<file path="src/hw/video_timing_pkg.sv">
// Raster geometry, sync positions and pixel divider shared by the timing RTL and its testbench
`default_nettype none

package video_timing_pkg;

    // Counter types
    typedef logic [8:0] hcount_t;   // Pixel position within a line
    typedef logic [8:0] vcount_t;   // Line number within a frame

    // Horizontal geometry in pixels
    localparam logic [9:0] H_TOTAL   = 10'd320;  // Line runs 0 to 319
    localparam hcount_t    H_ACTIVE  = 9'd256;   // Blank from here to end of line
    localparam hcount_t    HBD_DELAY = 9'd8;     // Extra pixels before DMA blank
    localparam hcount_t    HS_START  = 9'd280;   // First count with hs high
    localparam hcount_t    HS_END    = 9'd304;   // First count with hs low again

    // Vertical geometry in lines
    localparam vcount_t    V_TOTAL   = 9'd263;   // Frame runs 0 to 262
    localparam vcount_t    V_ACTIVE  = 9'd224;   // Blank from here to end of frame
    localparam vcount_t    VS_START  = 9'd232;
    localparam vcount_t    VS_END    = 9'd235;   // Three lines of vs

    // Master clock to pixel ratio
    // Must be a power of two and at least 4
    localparam int unsigned CEN_DIV  = 4;
    localparam int unsigned CEN_W    = $clog2(CEN_DIV);  // Divider counter width

endpackage

`default_nettype wire

</file>
<file path="src/hw/prom_pkg.sv">
// Shape and bit map of the raster timing PROM, used by the PROM, the counters and the testbench
`default_nettype none

package prom_pkg;

    localparam int PROM_AW    = 8;               // Address bits
    localparam int PROM_DW    = 4;               // Data bits
    localparam int PROM_DEPTH = 1 << PROM_AW;    // 256 words

    typedef logic [PROM_AW-1:0] prom_addr_t;     // {hb, hcount[7:1]}
    typedef logic [PROM_DW-1:0] prom_data_t;

    // Data bit that advances the line counter
    // Only the rising edge of this bit counts
    localparam int PROM_BIT_LINE = 1;

endpackage

`default_nettype wire

</file>
<file path="src/hw/pixel_cen_gen.sv">
// Clock-enable divider giving the pixel strobe and the double-rate sprite strobe from clk
`timescale 1ns/1ps
`default_nettype none

module pixel_cen_gen (
    input  logic clk,
    input  logic rst_n,
    output logic pxl_cen,    // One clk in every CEN_DIV
    output logic pxl2_cen    // Twice per pixel for the sprite path
);
    import video_timing_pkg::*;

    // Free-running phase counter
    logic [CEN_W-1:0] div_cnt;

    always_ff @(posedge clk or negedge rst_n) begin
        if (!rst_n) begin
            div_cnt <= '0;
        end else begin
            div_cnt <= div_cnt + 1'b1;   // Wraps naturally at CEN_DIV
        end
    end

    // Half-period strobe
    // Fires when the low bits are all ones, so at CEN_DIV/2-1 and CEN_DIV-1
    assign pxl2_cen = &div_cnt[CEN_W-2:0];

    // Full wrap strobe
    // Always lands on the second pxl2_cen of the period
    assign pxl_cen  = &div_cnt;      // Low while div_cnt is in reset

endmodule

`default_nettype wire

</file>
<file path="src/hw/timing_prom.sv">
// Loadable stand-in for the board's raster timing PROM, written from the programming port
`timescale 1ns/1ps
`default_nettype none

module timing_prom (
    input  logic                 clk,
    input  prom_pkg::prom_addr_t prog_addr,   // Load address
    input  logic                 prom_we,     // One word per clk while high
    input  prom_pkg::prom_data_t prom_din,
    input  prom_pkg::prom_addr_t rd_addr,     // From the raster counters
    output prom_pkg::prom_data_t q            // Valid one clk after rd_addr
);
    import prom_pkg::*;

    // Word storage
    // Fuse map of the real part is loaded at start-up
    prom_data_t mem [PROM_DEPTH];

    // Programming side
    always_ff @(posedge clk) begin
        if (prom_we) begin
            mem[prog_addr] <= prom_din;
        end
    end

    // Read side
    // Registered like a block RAM output
    always_ff @(posedge clk) begin
        q <= mem[rd_addr];           // Old data on a same-address write
    end

endmodule

`default_nettype wire

</file>
<file path="src/hw/raster_counters.sv">
// Horizontal and line counters with blanking, sync and screen flip for the arcade raster
`timescale 1ns/1ps
`default_nettype none

module raster_counters (
    input  logic                 clk,
    input  logic                 rst_n,
    input  logic                 pxl_cen,     // Advances the pixel count
    input  logic                 pxl2_cen,    // Samples the PROM line bit
    input  logic                 rv_n,        // Flip, active low
    input  prom_pkg::prom_data_t prom_data,   // PROM word for prom_addr
    output prom_pkg::prom_addr_t prom_addr,
    output logic [7:0]           h,           // Exported position
    output logic [7:0]           v,
    output logic                 h2o,
    output logic                 hb,          // Horizontal blank
    output logic                 hbd_n,       // Late part of blank for DMA
    output logic                 vb,          // Vertical blank
    output logic                 initeo_n,
    output logic                 hs,
    output logic                 vs,
    output logic                 sy_n         // Composite sync
);
    import video_timing_pkg::*;
    import prom_pkg::*;

    // Decode points
    localparam hcount_t H_LAST    = hcount_t'(H_TOTAL - 10'd1);
    localparam hcount_t HBD_START = H_ACTIVE + HBD_DELAY;   // hbd_n falls here
    localparam vcount_t V_LAST    = V_TOTAL - 9'd1;

    logic    flip;
    hcount_t hcount;        // Pixel in line
    hcount_t hcount_nxt;
    vcount_t line;          // Line in frame
    vcount_t line_nxt;
    logic    line_up;       // PROM line bit
    logic    line_up_l;     // Same bit on the previous pxl2_cen
    logic    hs_dec;
    logic    vs_dec;

    assign flip = ~rv_n;

    // Horizontal counter
    assign hcount_nxt = (hcount == H_LAST) ? '0 : hcount + 9'd1;

    // Blank flags decode the next count so they change with it
    always_ff @(posedge clk or negedge rst_n) begin
        if (!rst_n) begin
            hcount <= '0;
            hb     <= 1'b0;
            hbd_n  <= 1'b1;
        end else if (pxl_cen) begin
            hcount <= hcount_nxt;
            hb     <= (hcount_nxt >= H_ACTIVE);
            hbd_n  <= (hcount_nxt < HBD_START);    // Low for the tail of blank
        end
    end

    // PROM lookup
    // Two pixels per word, blank half in the upper 128 words
    assign prom_addr = {hb, hcount[7:1]};

    // Line counter
    assign line_up  = prom_data[PROM_BIT_LINE];
    assign line_nxt = (line == V_LAST) ? '0 : line + 9'd1;

    always_ff @(posedge clk or negedge rst_n) begin
        if (!rst_n) begin
            line      <= '0;
            vb        <= 1'b0;
            line_up_l <= 1'b0;
        end else if (pxl2_cen) begin
            line_up_l <= line_up;
            if (line_up && !line_up_l) begin       // Rising edge of the strobe
                line <= line_nxt;
                vb   <= (line_nxt >= V_ACTIVE);
            end
        end
    end

    // Sync decode
    assign hs_dec = (hcount >= HS_START) && (hcount < HS_END);
    assign vs_dec = (line >= VS_START) && (line < VS_END);

    // One clk behind the counts
    // Composite is taken from the same decodes so it never lags hs or vs
    always_ff @(posedge clk or negedge rst_n) begin
        if (!rst_n) begin
            hs   <= 1'b0;
            vs   <= 1'b0;
            sy_n <= 1'b1;
        end else begin
            hs   <= hs_dec;
            vs   <= vs_dec;
            sy_n <= ~(hs_dec ^ vs_dec);   // Serrated during vs
        end
    end

    // Flip handling on the exported position
    // Low three bits keep counting up so pixel order in a byte holds
    assign h        = {hcount[7:3] ^ {5{flip}}, hcount[2:0]};
    assign h2o      = hcount[2] ^ flip;
    assign v        = line[7:0] ^ {8{flip}};
    assign initeo_n = ~(flip ^ hb);        // Swaps even and odd line init

endmodule

`default_nettype wire

</file>
<file path="src/hw/dma_interleave.sv">
// Sprite DMA window logic that requests the bus and clocks transfers during vertical blank
`timescale 1ns/1ps
`default_nettype none

module dma_interleave (
    input  logic       clk,
    input  logic       rst_n,
    input  logic       pxl_cen,
    input  logic       vb,        // Vertical blank
    input  logic [1:0] h_low,     // Pixel phase within four
    input  logic       dm10,      // DMA demand from the CPU side
    input  logic       busak,     // CPU has released the bus
    input  logic       hbd_n,     // Resting level of the transfer clock
    output logic       rohvs,     // Start of window, one pixel
    output logic       rohvck,    // Transfer clock
    output logic       mr_n       // Bus request, active low
);

    logic win_open;
    logic win_l;      // Window state one pixel back

    // Transfers only while blank, demand and grant all hold
    assign win_open = vb & dm10 & busak;

    always_ff @(posedge clk or negedge rst_n) begin
        if (!rst_n) begin
            win_l  <= 1'b0;
            mr_n   <= 1'b1;
            rohvs  <= 1'b0;
            rohvck <= 1'b0;
        end else if (pxl_cen) begin
            win_l <= win_open;

            // Ask for the bus as soon as demand meets blank
            mr_n  <= ~(vb & dm10);

            // Start strobe on the first open pixel
            rohvs <= win_open & ~win_l;

            // One clock edge every fourth pixel inside the window
            // Closed window during blank rests at hbd_n and is 0 outside blank
            if (win_open) begin
                rohvck <= (h_low == 2'd3);
            end else begin
                rohvck <= vb & hbd_n;
            end
        end
    end

endmodule

`default_nettype wire

</file>
<file path="src/hw/video_timing_top.sv">
// Top of the video timing subsystem, joining the pixel divider, timing PROM, counters and DMA window
`timescale 1ns/1ps
`default_nettype none

module video_timing_top (
    input  logic                 clk,
    input  logic                 rst_n,
    input  logic                 rv_n,        // Screen flip, active low
    input  logic                 dm10,
    input  logic                 busak,
    input  prom_pkg::prom_addr_t prog_addr,   // PROM load port
    input  logic                 prom_we,
    input  prom_pkg::prom_data_t prom_din,
    output logic                 pxl_cen,     // Pixel enable for the display side
    output logic [7:0]           h,
    output logic [7:0]           v,
    output logic                 h2o,
    output logic                 hb,
    output logic                 hbd_n,
    output logic                 vb,
    output logic                 initeo_n,
    output logic                 hs,
    output logic                 vs,
    output logic                 sy_n,
    output logic                 rohvs,
    output logic                 rohvck,
    output logic                 mr_n
);
    import prom_pkg::*;

    logic       pxl2_cen;
    prom_addr_t prom_addr;    // Counter position into the PROM
    prom_data_t prom_data;

    pixel_cen_gen pixel_cen_gen_i (
        .clk      (clk),
        .rst_n    (rst_n),
        .pxl_cen  (pxl_cen),
        .pxl2_cen (pxl2_cen)
    );

    timing_prom timing_prom_i (
        .clk       (clk),
        .prog_addr (prog_addr),
        .prom_we   (prom_we),
        .prom_din  (prom_din),
        .rd_addr   (prom_addr),
        .q         (prom_data)
    );

    raster_counters raster_counters_i (
        .clk       (clk),
        .rst_n     (rst_n),
        .pxl_cen   (pxl_cen),
        .pxl2_cen  (pxl2_cen),
        .rv_n      (rv_n),
        .prom_data (prom_data),
        .prom_addr (prom_addr),
        .h         (h),
        .v         (v),
        .h2o       (h2o),
        .hb        (hb),
        .hbd_n     (hbd_n),
        .vb        (vb),
        .initeo_n  (initeo_n),
        .hs        (hs),
        .vs        (vs),
        .sy_n      (sy_n)
    );

    // Low pixel bits are not flipped so the transfer phase is the same either way
    dma_interleave dma_interleave_i (
        .clk     (clk),
        .rst_n   (rst_n),
        .pxl_cen (pxl_cen),
        .vb      (vb),
        .h_low   (h[1:0]),
        .dm10    (dm10),
        .busak   (busak),
        .hbd_n   (hbd_n),
        .rohvs   (rohvs),
        .rohvck  (rohvck),
        .mr_n    (mr_n)
    );

endmodule

`default_nettype wire

</file>
<file path="config.mk">
export PLATFORM = sky130hd
export DESIGN_NAME = video_timing_top
export DESIGN_NICKNAME = d
export VERILOG_FILES = /design/src/hw/video_timing_pkg.sv /design/src/hw/prom_pkg.sv /design/src/hw/pixel_cen_gen.sv /design/src/hw/timing_prom.sv /design/src/hw/raster_counters.sv /design/src/hw/dma_interleave.sv /design/src/hw/video_timing_top.sv
export SDC_FILE = /design/constraint.sdc
export NUM_CORES = 1
export LEC_CHECK = 0
export BUFFER_PORTS_ARGS = -buffer_cell sky130_fd_sc_hd__buf_2
export CAP_MARGIN = 30
export CORE_UTILIZATION = 60
export CTS_BUF_LIST = sky130_fd_sc_hd__clkbuf_2
export DETAILED_ROUTE_END_ITERATION = 8
export PLACE_DENSITY = 0.77
export SYNTH_ARGS = -nofsm -noshare
export SYNTH_HDL_FRONTEND = slang
export SYNTH_SLANG_ARGS = --single-unit
</file>
<file path="constraint.sdc">
create_clock -name clk -period 2.6 [get_ports clk]
set_input_delay 0.52 -clock clk [delete_from_list [all_inputs] [get_ports clk]]
set_output_delay 0.52 -clock clk [all_outputs]
set_load 0.02 [all_outputs]
</file>
-- Yosys cells after proc, flatten, opt, wreduce, memory -nomap -nowiden
Memory sizes are Yosys's and may differ from the RTL's. A register that Yosys moved wholly into a read port is not among the register bits.
Index checks and enable logic that the tools add are counted.
Widths: inputs -> output; s select.
- bits in registers: 31
- word-level logic and storage cells: 53
- bits in writable memories: 1024
- output and inout port bits: 28
- memories: 1
- memories (name ; depth ; bits a word ; rd ports ; clocked after Yosys merged registers in ; write ports ; RTL line ; text):
    timing_prom_i.mem ; 256 ; 4 ; 1 ; 1 ; 1 ; timing_prom.sv:17 ; prom_data_t mem [PROM_DEPTH];
- add/subtract/negate cells: 3
- bitwise gates (word level): 14
- reductions and logical operators: 6
- muxes and demuxes: 5
- $lt $le $gt $ge: 7
- equality and inequality tests: 3
- operators by type and width (kind ; count):
    $add 9x1->9 const B ; 2
    $eq 9x9->1 const B ; 2
    $ge 9x8->1 const B ; 2
    $ge 9x9->1 const B ; 2
    $lt 9x9->1 const B ; 2
    $mux 9 ; 2
    $lt 9x8->1 const B ; 1
    $xor 8x8->8 ; 1
    $not 1->1 ; 5
    $xor 5x5->5 ; 1
    $and 1x1->1 ; 4
    $reduce_and 2->1 ; 2
    $logic_and 1x1->1 ; 3
    $mux 1 ; 3
    $xor 1x1->1 ; 3
    $add 2x1->2 const B ; 1
    $eq 2x2->1 const B ; 1
    $logic_not 1->1 ; 1

-- Logic depth before layout (Yosys ltp)
Gate-level depths: netlist (run 1).
- depth after elaboration: 4
- mapped depth: 10
- gate-level depth less buffers: 7

-- Modules after synthesis
Synthesis (run 1) repeated with hierarchy kept, for this count alone.
- cell total of the unflattened synthesis: 2242
- area, all modules: 42513.3 µm²
- modules (own cells, without submodules) (module ; area an instance (µm²) ; cells an instance ; sequential area each (µm²) ; instances):
    timing_prom ; 40675.3 ; 2051 ; 30829.6 ; 1
    raster_counters ; 1582.8 ; 171 ; 603.1 ; 1
    dma_interleave ; 188.9 ; 16 ; 101.3 ; 1
    pixel_cen_gen ; 66.3 ; 4 ; 50.0 ; 1

-- Least setup slack after synthesis (run 1)
Ideal clock, no wire load.
- kind: register -> register
- start: register raster_counters_i.hcount[1]
- end: register timing_prom_i.q[1] (read register of timing_prom_i.mem)
- path slack: 0.406 ns
- clock period less this slack: 2.194 ns
- arrival time: 2.065 ns
- setup time: 0.129 ns
- path buffers: 2
- required time: 2.471 ns
- cell stages (with the launch flop): 8
- cell sequence: dfrtp_1 > buf_6 > buf_6 > mux4_2 > a2111oi_1 > nor3_1 > a311oi_1 > o32ai_1
- RTL lines (what ; RTL line ; text):
    start: declaration ; raster_counters.sv:33 ; hcount_t hcount;
    start signal: assignment ; raster_counters.sv:54 ; hcount <= hcount_nxt;
    end: declaration ; timing_prom.sv:11 ; output prom_pkg::prom_data_t q

==> results of run 1 <==
-- stage by stage --
stage / area (µm²) / cells
after floorplan: 13160 / 999
after global placement: 13940 / 1302
after detailed placement: 13940 / 1302
after CTS: 14580 / 1425
after global routing: 14610 / 1427
final: 14610 / 1427
-- timing repair --
action                                 4_1_cts  5_1_grt
setup buffers                                0        1
resized for setup                            3        5
hold buffers                                 3        0
setup endpoints to repair                    3        3
endpoints found under the hold margin       30        0
-- cell type report --
class | instances | area share, %
Clock inverter | 18 | 0.6595
Inverter | 11 | 0.2827
Multi-Input combinational cell | 616 | 29.02
Clock buffer | 102 | 3.495
Tap cell | 275 | 2.355
Timing Repair Buffer | 116 | 5.987
Sequential cell | 288 | 58.18
Antenna cell | 1 | 0.01713
-- Yosys cell counts (9+ instances only) --
master	n
mux2i_1	28
o21ai_0	20
nand3_1	37
inv_1	9
dfrtp_1	28
edfxtp_1	256
a22oi_1	9
nand2_1	45
nand4_1	13
mux4_2	57
nor2b_1	16
nor3_1	11
clkbuf_1	59
xnor2_1	22
buf_2	9
nor2_1	271
-- power by group --
group | total (mW) | switching, mW | internal, mW
Sequential | 5.04 | 0.00446 | 5.04
Clock | 2.87 | 1.73 | 1.14
Combinational | 0.267 | 0.203 | 0.0643
Total | 8.18 | 1.93 | 6.24
-- state kept, by name, summed over array words and instances (netlist names), 2 cells and up --
name,cells
pixel_cen_gen_i.div_cnt,2
raster_counters_i.line,9
raster_counters_i.hcount,9
timing_prom_i.mem,256
-- critical path, cell delays in order, from the launching register on --
cell and delay, ns:
dfrtp_4 0.50, buf_12 0.16, mux4_2 0.51, mux2i_1 0.24, nor3_1 0.08, or4_1 0.58
a22oi_1 0.22, o32ai_1 0.09
-- cell families (layout without fill, tap and decap cells) --
group,count (synthesis),in the layout,synth area share (%)
AND/OR/NAND/NOR,422,422,13.81
AO/OA/AOI/OAI,71,71,3.614
flip-flops,288,288,64.50
multiplexers,93,93,12.57
buffers and inverters,95,247,3.338
other,0,1,0
adder cells (fa/ha/maj),6,6,0.5705
XOR/XNOR,24,24,1.598
-- how the worst min path moves through the flow --
stage | to | slack, ns | cells past startpoint
3_3_place_gp | pixel_cen_gen_i.div_cnt[1] | 0.46 | 1
6_report | timing_prom_i.mem[30][1] | 0.15 | 1
4_1_cts | timing_prom_i.mem[30][1] | 0.08 | 1
5_1_grt | timing_prom_i.mem[12][1] | 0.1 | 1
2_1_floorplan | dma_interleave_i.rohvck | 0.22 | 0
3_5_place_dp | dma_interleave_i.mr_n | 0.48 | 2
-- layer usage --
| layer | part of all wire [%] | track usage, % |
|---|---|---|
| met4 | 2.6 | 12.32 |
| met1 | 40 | 37.89 |
| met5 | 0 | 0 |
| met2 | 49 | 45.35 |
| met3 | 8.8 | 6.311 |
==> reports/qor.csv, run 1 <==
stage;metric;value;unit
floorplanning;initial core utilization;61.81;%
cts;Clock Root Buffer;clkbuf_2;
synthesis;Post-Synthesis Cells;999;
sta;fin. max-slew vios;0;
worst_hold_path;Hold Path Class;primary input to register;
synthesis;synth warn;0;
synthesis;cell area after synthesis;13160;µm²
global_route;global-route usage over all layers;28.44;%
power_and_ir_drop;Peak VDD IR;0.4471;mV
sta;FMAX;0.3961;GHz
placed_design;IO Port Bufs;42;
synthesis;post-synth top area share;58.43;%
route;drt pass-1 iters;5;
floorplanning;I/O pin cnt;46;
floorplanning;core area;21290;µm²
synthesis;Synth Register Bits;288;
layout;Multi-input gate area;4239;µm²
sta;final worst setup slack;0.07563;ns
cts;CTS tree;done;
placed_design;dpl hpwl;18700;µm
sta;RSZ-0062 raised after global routing;no;
global_route;total gr overflow;0;
synthesis;top post-synthesis cells by area;edfxtp_1 (58%), mux4_2 (9.8%), nor2_1 (7.7%);
worst_hold_path;hold path start;prom_din[1];
critical_path;critical path peak fanout;8;
global_route;initial antenna violation count;1;
placed_design;GP Congestion;0.8240;
status;run status;completed;
critical_path;Critical Path RT;3.29;ns
cts;TritonCTS buffer count;72;
route;drc violations;0;
global_route;largest net degree at the start of global routing;83;
cts;Num Clock Sinks;288;
critical_path;CP Class;register to register;
run;Max-Cap Viols;0;
synthesis;Yosys top cell by area;edfxtp_1;
synthesis;Synth Net Count;1023;
cts;CTS max path bufs;3;
global_route;vias in the first global route;8577;
cts;clock slew seen by the registers of the worst setup and hold paths;0.11;ns
layout;Util after Layout;68.62;%
layout;fillers;1507;
layout;most frequent cells in the layout;nor2_1 (271), edfxtp_1 (256), clkbuf_2 (102);
synthesis;EDFF count, synth;256;
power_and_ir_drop;PwrDens;559.7;nW/µm²
critical_path;crit path capture;timing_prom_i.q[1];
route;routed wire length;30430;µm
power_and_ir_drop;Total Power;8.177;mW
floorplanning;die height;150.1;µm
cts;worst-skew pair later-pin latency;0.80;ns
route;Via Count;8657;
sta;Final Hold Fails;0;
route;vias per std cell;6.067;
floorplanning;die width;150.1;µm
critical_path;Worst Path Arrival;3.22;ns
floorplanning;row cnt;53;
layout;Area growth, synth to finish;11.02;%
layout;share of cells above drive strength 1;25.80;%
placed_design;post-place setup slack;0.1473;ns
sta;final worst-path cycle share;97.09;%
synthesis;post-synth cell types;59;
critical_path;FF-to-FF path depth;7;
route;DR iter-0 viols;841;
critical_path;FF-to-FF End;timing_prom_i.q[1];
critical_path;CP startpoint;raster_counters_i.hcount[1];
global_route;global-route wire length before repair;46550;µm
sta;hold_ws;0.1474;ns
layout;layout net count;1129;
sta;final setup fails;0;
route;DRT antenna net count;0;
synthesis;dominant synthesized flop cell;edfxtp_1;
cts;# H-tree levels;3;
route;drt wl/cell;21.33;µm
sta;Worst Skew;0.05781;ns
power_and_ir_drop;Static Leakage;4.866;nW
critical_path;crit end category;register;
critical_path;startpoint types;register;
synthesis;share of flip-flops with an asynchronous set or reset;10.76;%
synthesis;syn_area_per_cell;13.17;µm²
sta;Max-Slew Margin vs Limit;54.34;%
sta;fin crit period;2.524;ns
critical_path;worst r2r src;raster_counters_i.hcount[1];
synthesis;post-synthesis sequential area ratio;64.50;%
sta;slew at the pin closest to its max-slew limit;0.6848;ns
floorplanning;Die Area;22530;µm²
critical_path;flop-to-flop setup slack;0.08;ns
sta;Final TNS setup;0;ns
layout;Reg area;8499;µm²
layout;commonest non-fill, non-tap cell in the layout;nor2_1;
Note: power is estimated with default switching activity, not from simulation.
==> inputs of run 2 (changes only) <==
--- a/config.mk
+++ b/config.mk
@@ -7,10 +7,10 @@
 export LEC_CHECK = 0
 export BUFFER_PORTS_ARGS = -buffer_cell sky130_fd_sc_hd__buf_2
 export CAP_MARGIN = 30
-export CORE_UTILIZATION = 60
+export CORE_UTILIZATION = 25
 export CTS_BUF_LIST = sky130_fd_sc_hd__clkbuf_2
 export DETAILED_ROUTE_END_ITERATION = 8
-export PLACE_DENSITY = 0.77
+export SLEW_MARGIN = 10
 export SYNTH_ARGS = -nofsm -noshare
 export SYNTH_HDL_FRONTEND = slang
 export SYNTH_SLANG_ARGS = --single-unit
==> run 2 against run 1 <==
Compared with the run above: largest power group unchanged; non-clock buffer count down 5; largest cell class unchanged; combinational power up 2%; global-route usage down 16 points; die area up 140%; cell area up 3.9%.
==> reports/qor.csv, run 2 (synthesized netlist as in run 1, its figures left out) <==
stage;metric;value;unit;change
placed_design;Inst Count DP;1701;;was 1302
sta;final setup fails;0;;unchanged
power_and_ir_drop;PwrDens;557.4;nW/µm²;was 559.7 nW/µm²
placed_design;dpl hpwl;19800;µm;was 18700 µm
layout;register name with the most flops;timing_prom_i.mem;;unchanged
critical_path;Crit path buffers/inverters;1;;unchanged
floorplanning;I/O pin cnt;46;;unchanged
critical_path;Critical Path RT;3.36;ns;was 3.29 ns
run;Max-Cap Viols;0;;unchanged
route;drc violations;0;;unchanged
global_route;initial antenna violation count;4;;was 1
cts;Clock Root Buffer;clkbuf_2;;unchanged
critical_path;CP Class;register to register;;unchanged
floorplanning;Die Area;53550;µm²;was 22530 µm²
power_and_ir_drop;Static Leakage;4.905;nW;was 4.866 nW
layout;fin cells;1835;;was 1427
critical_path;crit-path most repeated cell;mux4_2;;
layout;Area growth, synth to finish;15.36;%;was 11.02%
sta;slew at the pin closest to its max-slew limit;0.7437;ns;was 0.6848 ns
critical_path;critical-path cell list;buf_12 > mux4_2 > mux4_2 > nand2b_1 > a311oi_2 > o32ai_1;;was buf_12 > mux4_2 > mux2i_1 > nor3_1 > or4_1 > a22oi_1 > o32ai_1
placed_design;GP Congestion;0.7622;;was 0.8240
layout;Util after Layout;29.41;%;was 68.62%
critical_path;crit end category;register;;unchanged
floorplanning;core area;51610;µm²;was 21290 µm²
critical_path;FF-to-FF End;timing_prom_i.q[1];;unchanged
cts;CTS max path bufs;3;;unchanged
route;drt pass-1 iters;5;;unchanged
critical_path;crit path capture;timing_prom_i.q[1];;unchanged
sta;FMAX;0.4023;GHz;was 0.3961 GHz
critical_path;critical path peak fanout;10;;was 8
floorplanning;initial core utilization;25.49;%;was 61.81%
sta;Worst Skew;0.06893;ns;was 0.05781 ns
global_route;vias in the first global route;8728;;was 8577
status;run status;completed;;unchanged
critical_path;slowest cell on the critical path;dfrtp_4;;was or4_1
critical_path;worst r2r src;raster_counters_i.hcount[1];;unchanged
critical_path;flop-to-flop setup slack;0.11;ns;was 0.08 ns
floorplanning;row cnt;83;;was 53
placed_design;post-place setup slack;0.1068;ns;was 0.1473 ns
route;vias per std cell;4.676;;was 6.067
cts;CTS tree;done;;unchanged
layout;commonest non-fill, non-tap cell in the layout;nor2_1;;unchanged
sta;Max-Slew Margin vs Limit;50.42;%;was 54.34%
route;drt wl/cell;17.76;µm;was 21.33 µm
cts;# H-tree levels;3;;unchanged
critical_path;startpoint types;register;;unchanged
route;routed wire length;32590;µm;was 30430 µm
cts;TritonCTS buffer count;75;;was 72
sta;fin. max-slew vios;0;;unchanged
layout;layout net count;1127;;was 1129
critical_path;CP startpoint;raster_counters_i.hcount[1];;unchanged
floorplanning;die height;231.4;µm;was 150.1 µm
critical_path;CP max stage delay;0.55;ns;was 0.58 ns
global_route;global-route usage over all layers;12.17;%;was 28.44%
cts;worst-skew pair later-pin latency;0.88;ns;was 0.80 ns
worst_hold_path;Hold Path Class;primary input to register;;unchanged
route;DRT antenna net count;0;;unchanged
route;Via Count;8581;;was 8657
layout;share of cells above drive strength 1;26.41;%;was 25.80%
sta;fin crit period;2.486;ns;was 2.524 ns
critical_path;Worst Path Arrival;3.24;ns;was 3.22 ns
critical_path;FF-to-FF path depth;6;;was 7
sta;final worst setup slack;0.1144;ns;was 0.07563 ns
global_route;global-route wire length before repair;49800;µm;was 46550 µm
layout;max reg flops;256;;unchanged
floorplanning;die width;231.4;µm;was 150.1 µm
layout;most frequent cells in the layout;nor2_1 (271), edfxtp_1 (256), clkbuf_2 (113);;was nor2_1 (271), edfxtp_1 (256), clkbuf_2 (102)
critical_path;Worst path depth;6;;was 7
placed_design;IO Port Bufs;42;;unchanged
global_route;total gr overflow;0;;unchanged
critical_path;crit-path leading delay family;multiplexers;;unchanged
sta;final worst-path cycle share;95.60;%;was 97.09%
cts;clock slew seen by the registers of the worst setup and hold paths;0.11;ns;about the same
sta;Final Hold Fails;0;;unchanged
layout;biggest regs;timing_prom_i.mem: 256 flops, raster_counters_i.hcount: 9 flops, raster_counters_i.line: 9 flops;;unchanged
route;DR iter-0 viols;721;;was 841
power_and_ir_drop;Peak VDD IR;0.2172;mV;was 0.4471 mV
cts;Num Clock Sinks;288;;unchanged
global_route;largest net degree at the start of global routing;90;;was 83
run 2: changes by cell type in the layout (fill, tap and decap cells not counted), sizes merged:
cell    previous run  this run
clkbuf           102       114
clkinv            16         8
buf              113       107
diode              1         4
bufinv             1         2
inv               12        13
run 2: worst reg2reg max path: cells and delay by family, from the launching register on:
family | cells | cell delay [ns]
DFF | 1 | 0.55
AOI/OAI and AO/OA | 2 | 0.42
buffers and inverters | 1 | 0.19
and+or+nand+nor | 1 | 0.18
muxes | 2 | 1.01
run 2: final cells by class:
class	instances	area [µm²]
clock inverters	12	98.84
fillers	5184	36430
inverters	11	41.29
diodes	4	10.01
multi-input cells	616	4253
flip-flops and latches	288	8497
clock buffers	113	565.5
repair buffers	111	862.1
well taps	680	850.8
run 2: worst min-delay path by stage:
| stage | startpoint | depth (start not counted) | slack, ns | end |
|---|---|---|---|---|
| global route | prom_din[1] | 1 | 0.10 | timing_prom_i.mem[50][1] |
| global placement | pixel_cen_gen_i.div_cnt[1] | 1 | 0.46 | pixel_cen_gen_i.div_cnt[1] |
| CTS | prom_din[1] | 1 | 0.09 | timing_prom_i.mem[59][1] |
| detailed placement | pixel_cen_gen_i.div_cnt[1] | 1 | 0.47 | pixel_cen_gen_i.div_cnt[1] |
| finish | prom_din[1] | 1 | 0.12 | timing_prom_i.mem[59][1] |
| floorplan | rst_n | 0 | 0.22 | dma_interleave_i.rohvck |
run 2: where the power goes:
group          switching [mW]  internal (mW)
logic                   0.209         0.0645
clock network            1.81           1.33
registers             0.00444           5.04
run 2: stage by stage:
stage          setup TNS (ns)  instance area [µm²]  hold WS [ns]  total power [mW]
6_report                    0                15180        0.1214             8.460
5_1_grt              -0.02019                15170        0.1007             8.808
4_1_cts                     0                15080       0.09211             8.566
3_5_place_dp                0                14390        0.4712             5.418
3_3_place_gp                0                14390        0.4643             5.411
2_1_floorplan               0                13160        0.2244             5.264
run 2: what timing repair did:
item	in CTS	in global routing
pin swaps	0	1
hold buffers	3	0
gates resized for setup	1	12
hold endpoints to repair	31	0
cloned	0	1
buffers inserted	0	1
endpoints found under the setup margin	1	1
run 2: per-layer routing:
metal	GRT usage, %	wire length [µm]	part of all wire [%]	up-vias
met5	0	13	0.040	-
met2	20.11	15700	48	332
li1	-	-	-	3905
met1	15.61	13800	42	4284
met4	3.684	577	1.8	2
met3	3.076	2505	7.7	58
==> inputs of run 3 (changes only) <==
==> constraint.sdc (replaced) <==
create_clock -name clk -period 3.2 [get_ports clk]
set_input_delay 0.64 -clock clk [delete_from_list [all_inputs] [get_ports clk]]
set_output_delay 0.64 -clock clk [all_outputs]
set_load 0.02 [all_outputs]
==> run 3 against run 2 <==
Compared with the run above: hold slack gained 0.042 ns; sequential share of layout area grew 0.39 points; non-clock buffer count shrank 13; critical path depth shrank 3; worst setup slack gained 0.25 ns; clock power shrank 15%; final cell count shrank 0.16%; via count shrank 0.20%; sequential power shrank 19%; critical endpoint is now h[1]; highest routed layer is now met4.
==> reports/qor.csv, run 3 (synthesized netlist as in run 1, its figures left out) <==
stage;metric;value;unit;change
worst_hold_path;hold path start;prom_din[1];;unchanged
cts;clock slew seen by the registers of the worst setup and hold paths;0.10;ns;was 0.11 ns
global_route;vias in the first global route;8508;;was 8728
sta;fin. max-slew vios;0;;unchanged
cts;Post-CTS Setup Inserts;0;;unchanged
layout;commonest non-fill, non-tap cell in the layout;nor2_1;;unchanged
layout;share of cells above drive strength 1;25.63;%;was 26.41%
critical_path;critical-path cell list;buf_12 > buf_4 > buf_2;;was buf_12 > mux4_2 > mux4_2 > nand2b_1 > a311oi_2 > o32ai_1
power_and_ir_drop;Peak VDD IR;0.2181;mV;was 0.2172 mV
layout;fillers;5243;;was 5184
sta;Final TNS setup;0;ns;unchanged
power_and_ir_drop;Static Leakage;4.858;nW;was 4.905 nW
critical_path;startpoint types;register;;unchanged
route;routed wire length;32290;µm;was 32590 µm
layout;Reg area;8493;µm²;was 8497 µm²
status;run status;completed;;unchanged
layout;register name with the most flops;timing_prom_i.mem;;unchanged
route;DR iter-0 viols;855;;was 721
cts;Hold-fix buffers, CTS;3;;unchanged
cts;TritonCTS buffer count;78;;was 75
critical_path;Crit path buffers/inverters;3;;was 1
run;Max-Cap Viols;0;;unchanged
cts;CTS max path bufs;3;;unchanged
critical_path;crit end category;primary output;;was register
sta;Final Hold Fails;0;;unchanged
cts;CTS tree;done;;unchanged
cts;Num Clock Sinks;288;;unchanged
sta;slew at the pin closest to its max-slew limit;0.8875;ns;was 0.7437 ns
power_and_ir_drop;PwrDens;462.7;nW/µm²;was 557.4 nW/µm²
global_route;largest net degree at the start of global routing;111;;was 90
floorplanning;Die Area;53550;µm²;unchanged
cts;Resized cells post-CTS;0;;was 1
route;met3 routed WL;2608;µm;was 2505 µm
critical_path;worst r2r src;raster_counters_i.hcount[1];;unchanged
route;vias per std cell;4.675;;was 4.676
critical_path;CP max stage delay;0.66;ns;was 0.55 ns
critical_path;slowest cell on the critical path;dfrtp_4;;unchanged
critical_path;crit path capture;h[1];;was timing_prom_i.q[1]
cts;worst-skew pair later-pin latency;0.91;ns;was 0.88 ns
route;top routing layer in use;met4;;was met5
layout;Multi-input gate area;4232;µm²;was 4253 µm²
critical_path;FF-to-FF End;timing_prom_i.q[1];;unchanged
critical_path;Worst Path Arrival;2.20;ns;was 3.24 ns
placed_design;Inst Count DP;1690;;was 1701
worst_hold_path;Hold Path Class;primary input to register;;unchanged
layout;most frequent cells in the layout;nor2_1 (271), edfxtp_1 (256), clkbuf_2 (121);;was nor2_1 (271), edfxtp_1 (256), clkbuf_2 (113)
sta;fin crit period;2.840;ns;
floorplanning;core area;51610;µm²;unchanged
route;M1 wire length;13880;µm;was 13800 µm
route;DRT antenna net count;0;;unchanged
sta;final setup fails;0;;unchanged
global_route;initial antenna violation count;6;;was 4
layout;layout net count;1117;;was 1127
critical_path;CP startpoint;raster_counters_i.hcount[1];;unchanged
layout;fin cells;1832;;was 1835
placed_design;GP Congestion;0.7891;;was 0.7622
floorplanning;die width;231.4;µm;unchanged
critical_path;critical path peak fanout;16;;was 10
layout;max reg flops;256;;unchanged
cts;# H-tree levels;3;;unchanged
floorplanning;initial core utilization;25.49;%;unchanged
layout;Area growth, synth to finish;14.50;%;was 15.36%
global_route;global-route wire length before repair;49240;µm;was 49800 µm
critical_path;CP Class;register to primary output;;was register to register
route;drc violations;0;;unchanged
layout;biggest regs;timing_prom_i.mem: 256 flops, raster_counters_i.hcount: 9 flops, raster_counters_i.line: 9 flops;;unchanged
route;routed wl met2;15250;µm;was 15700 µm
sta;Max-Slew Margin vs Limit;40.69;%;was 50.42%
floorplanning;I/O pin cnt;46;;unchanged
global_route;total gr overflow;0;;unchanged
sta;final worst-path cycle share;88.74;%;
sta;Worst Skew;0.09025;ns;was 0.06893 ns
route;drt wl/cell;17.62;µm;was 17.76 µm
critical_path;Critical Path RT;2.56;ns;was 3.36 ns
sta;RSZ-0062 raised after global routing;no;;
floorplanning;row cnt;83;;unchanged
critical_path;Worst path depth;3;;was 6
critical_path;FF-to-FF path depth;8;;was 6
floorplanning;die height;231.4;µm;unchanged
route;drt pass-1 iters;5;;unchanged
sta;FMAX;0.3522;GHz;
placed_design;IO Port Bufs;42;;unchanged
placed_design;dpl hpwl;20020;µm;was 19800 µm
route;Via Count;8564;;was 8581
critical_path;flop-to-flop setup slack;0.47;ns;was 0.11 ns
global_route;global-route usage over all layers;12.06;%;was 12.17%
cts;Clock Root Buffer;clkbuf_2;;unchanged
critical_path;crit-path leading delay family;flip-flops;;was multiplexers
-- run 3: worst min-delay path by stage --
stage	to	cells after the start
after global placement	pixel_cen_gen_i.div_cnt[1]	1
final	timing_prom_i.mem[49][1]	1
after global routing	timing_prom_i.mem[49][1]	1
after CTS	timing_prom_i.mem[72][1]	1
after detailed placement	pixel_cen_gen_i.div_cnt[1]	1
after floorplan	dma_interleave_i.rohvck	0
-- run 3: power breakdown --
part	leakage, nW	internal (mW)	switching (mW)	total (mW)
sequential	2.71	4.09	0.00371	4.10
combinational	1.60	0.0473	0.165	0.212
clock	0.554	1.15	1.51	2.66
-- run 3: metrics by stage --
stage                     cell area [µm²]  utilization, %  hold WS, ns  power, mW  setup slack (ns)
final                               15070           29.19       0.1635      6.970            0.3604
after global placement              14310           27.72       0.4635      4.387            0.4620
after detailed placement            14310           27.72       0.4721      4.393            0.4499
after global routing                15060           29.18      0.09340      7.284            0.1923
after CTS                           15050           29.17      0.08378      7.073            0.2223
after floorplan                     13160               -       0.3444      4.277            0.8929
-- run 3: cell type report --
class	instances	share of cell area (%)
multi-input combinational	616	28.09
tap	680	5.647
timing repair buffer	98	4.775
sequential	288	56.37
antenna	5	0.08305
clock buffer	121	4.020
inverter	11	0.2741
clock inverter	13	0.7391
-- run 3: per-layer routing --
layer / vias up / track usage [%]
li1: 3903 / -
met1: 4295 / 15.64
met2: 318 / 19.37
met3: 48 / 3.211
met4: 0 / 4.118
met5: - / 0
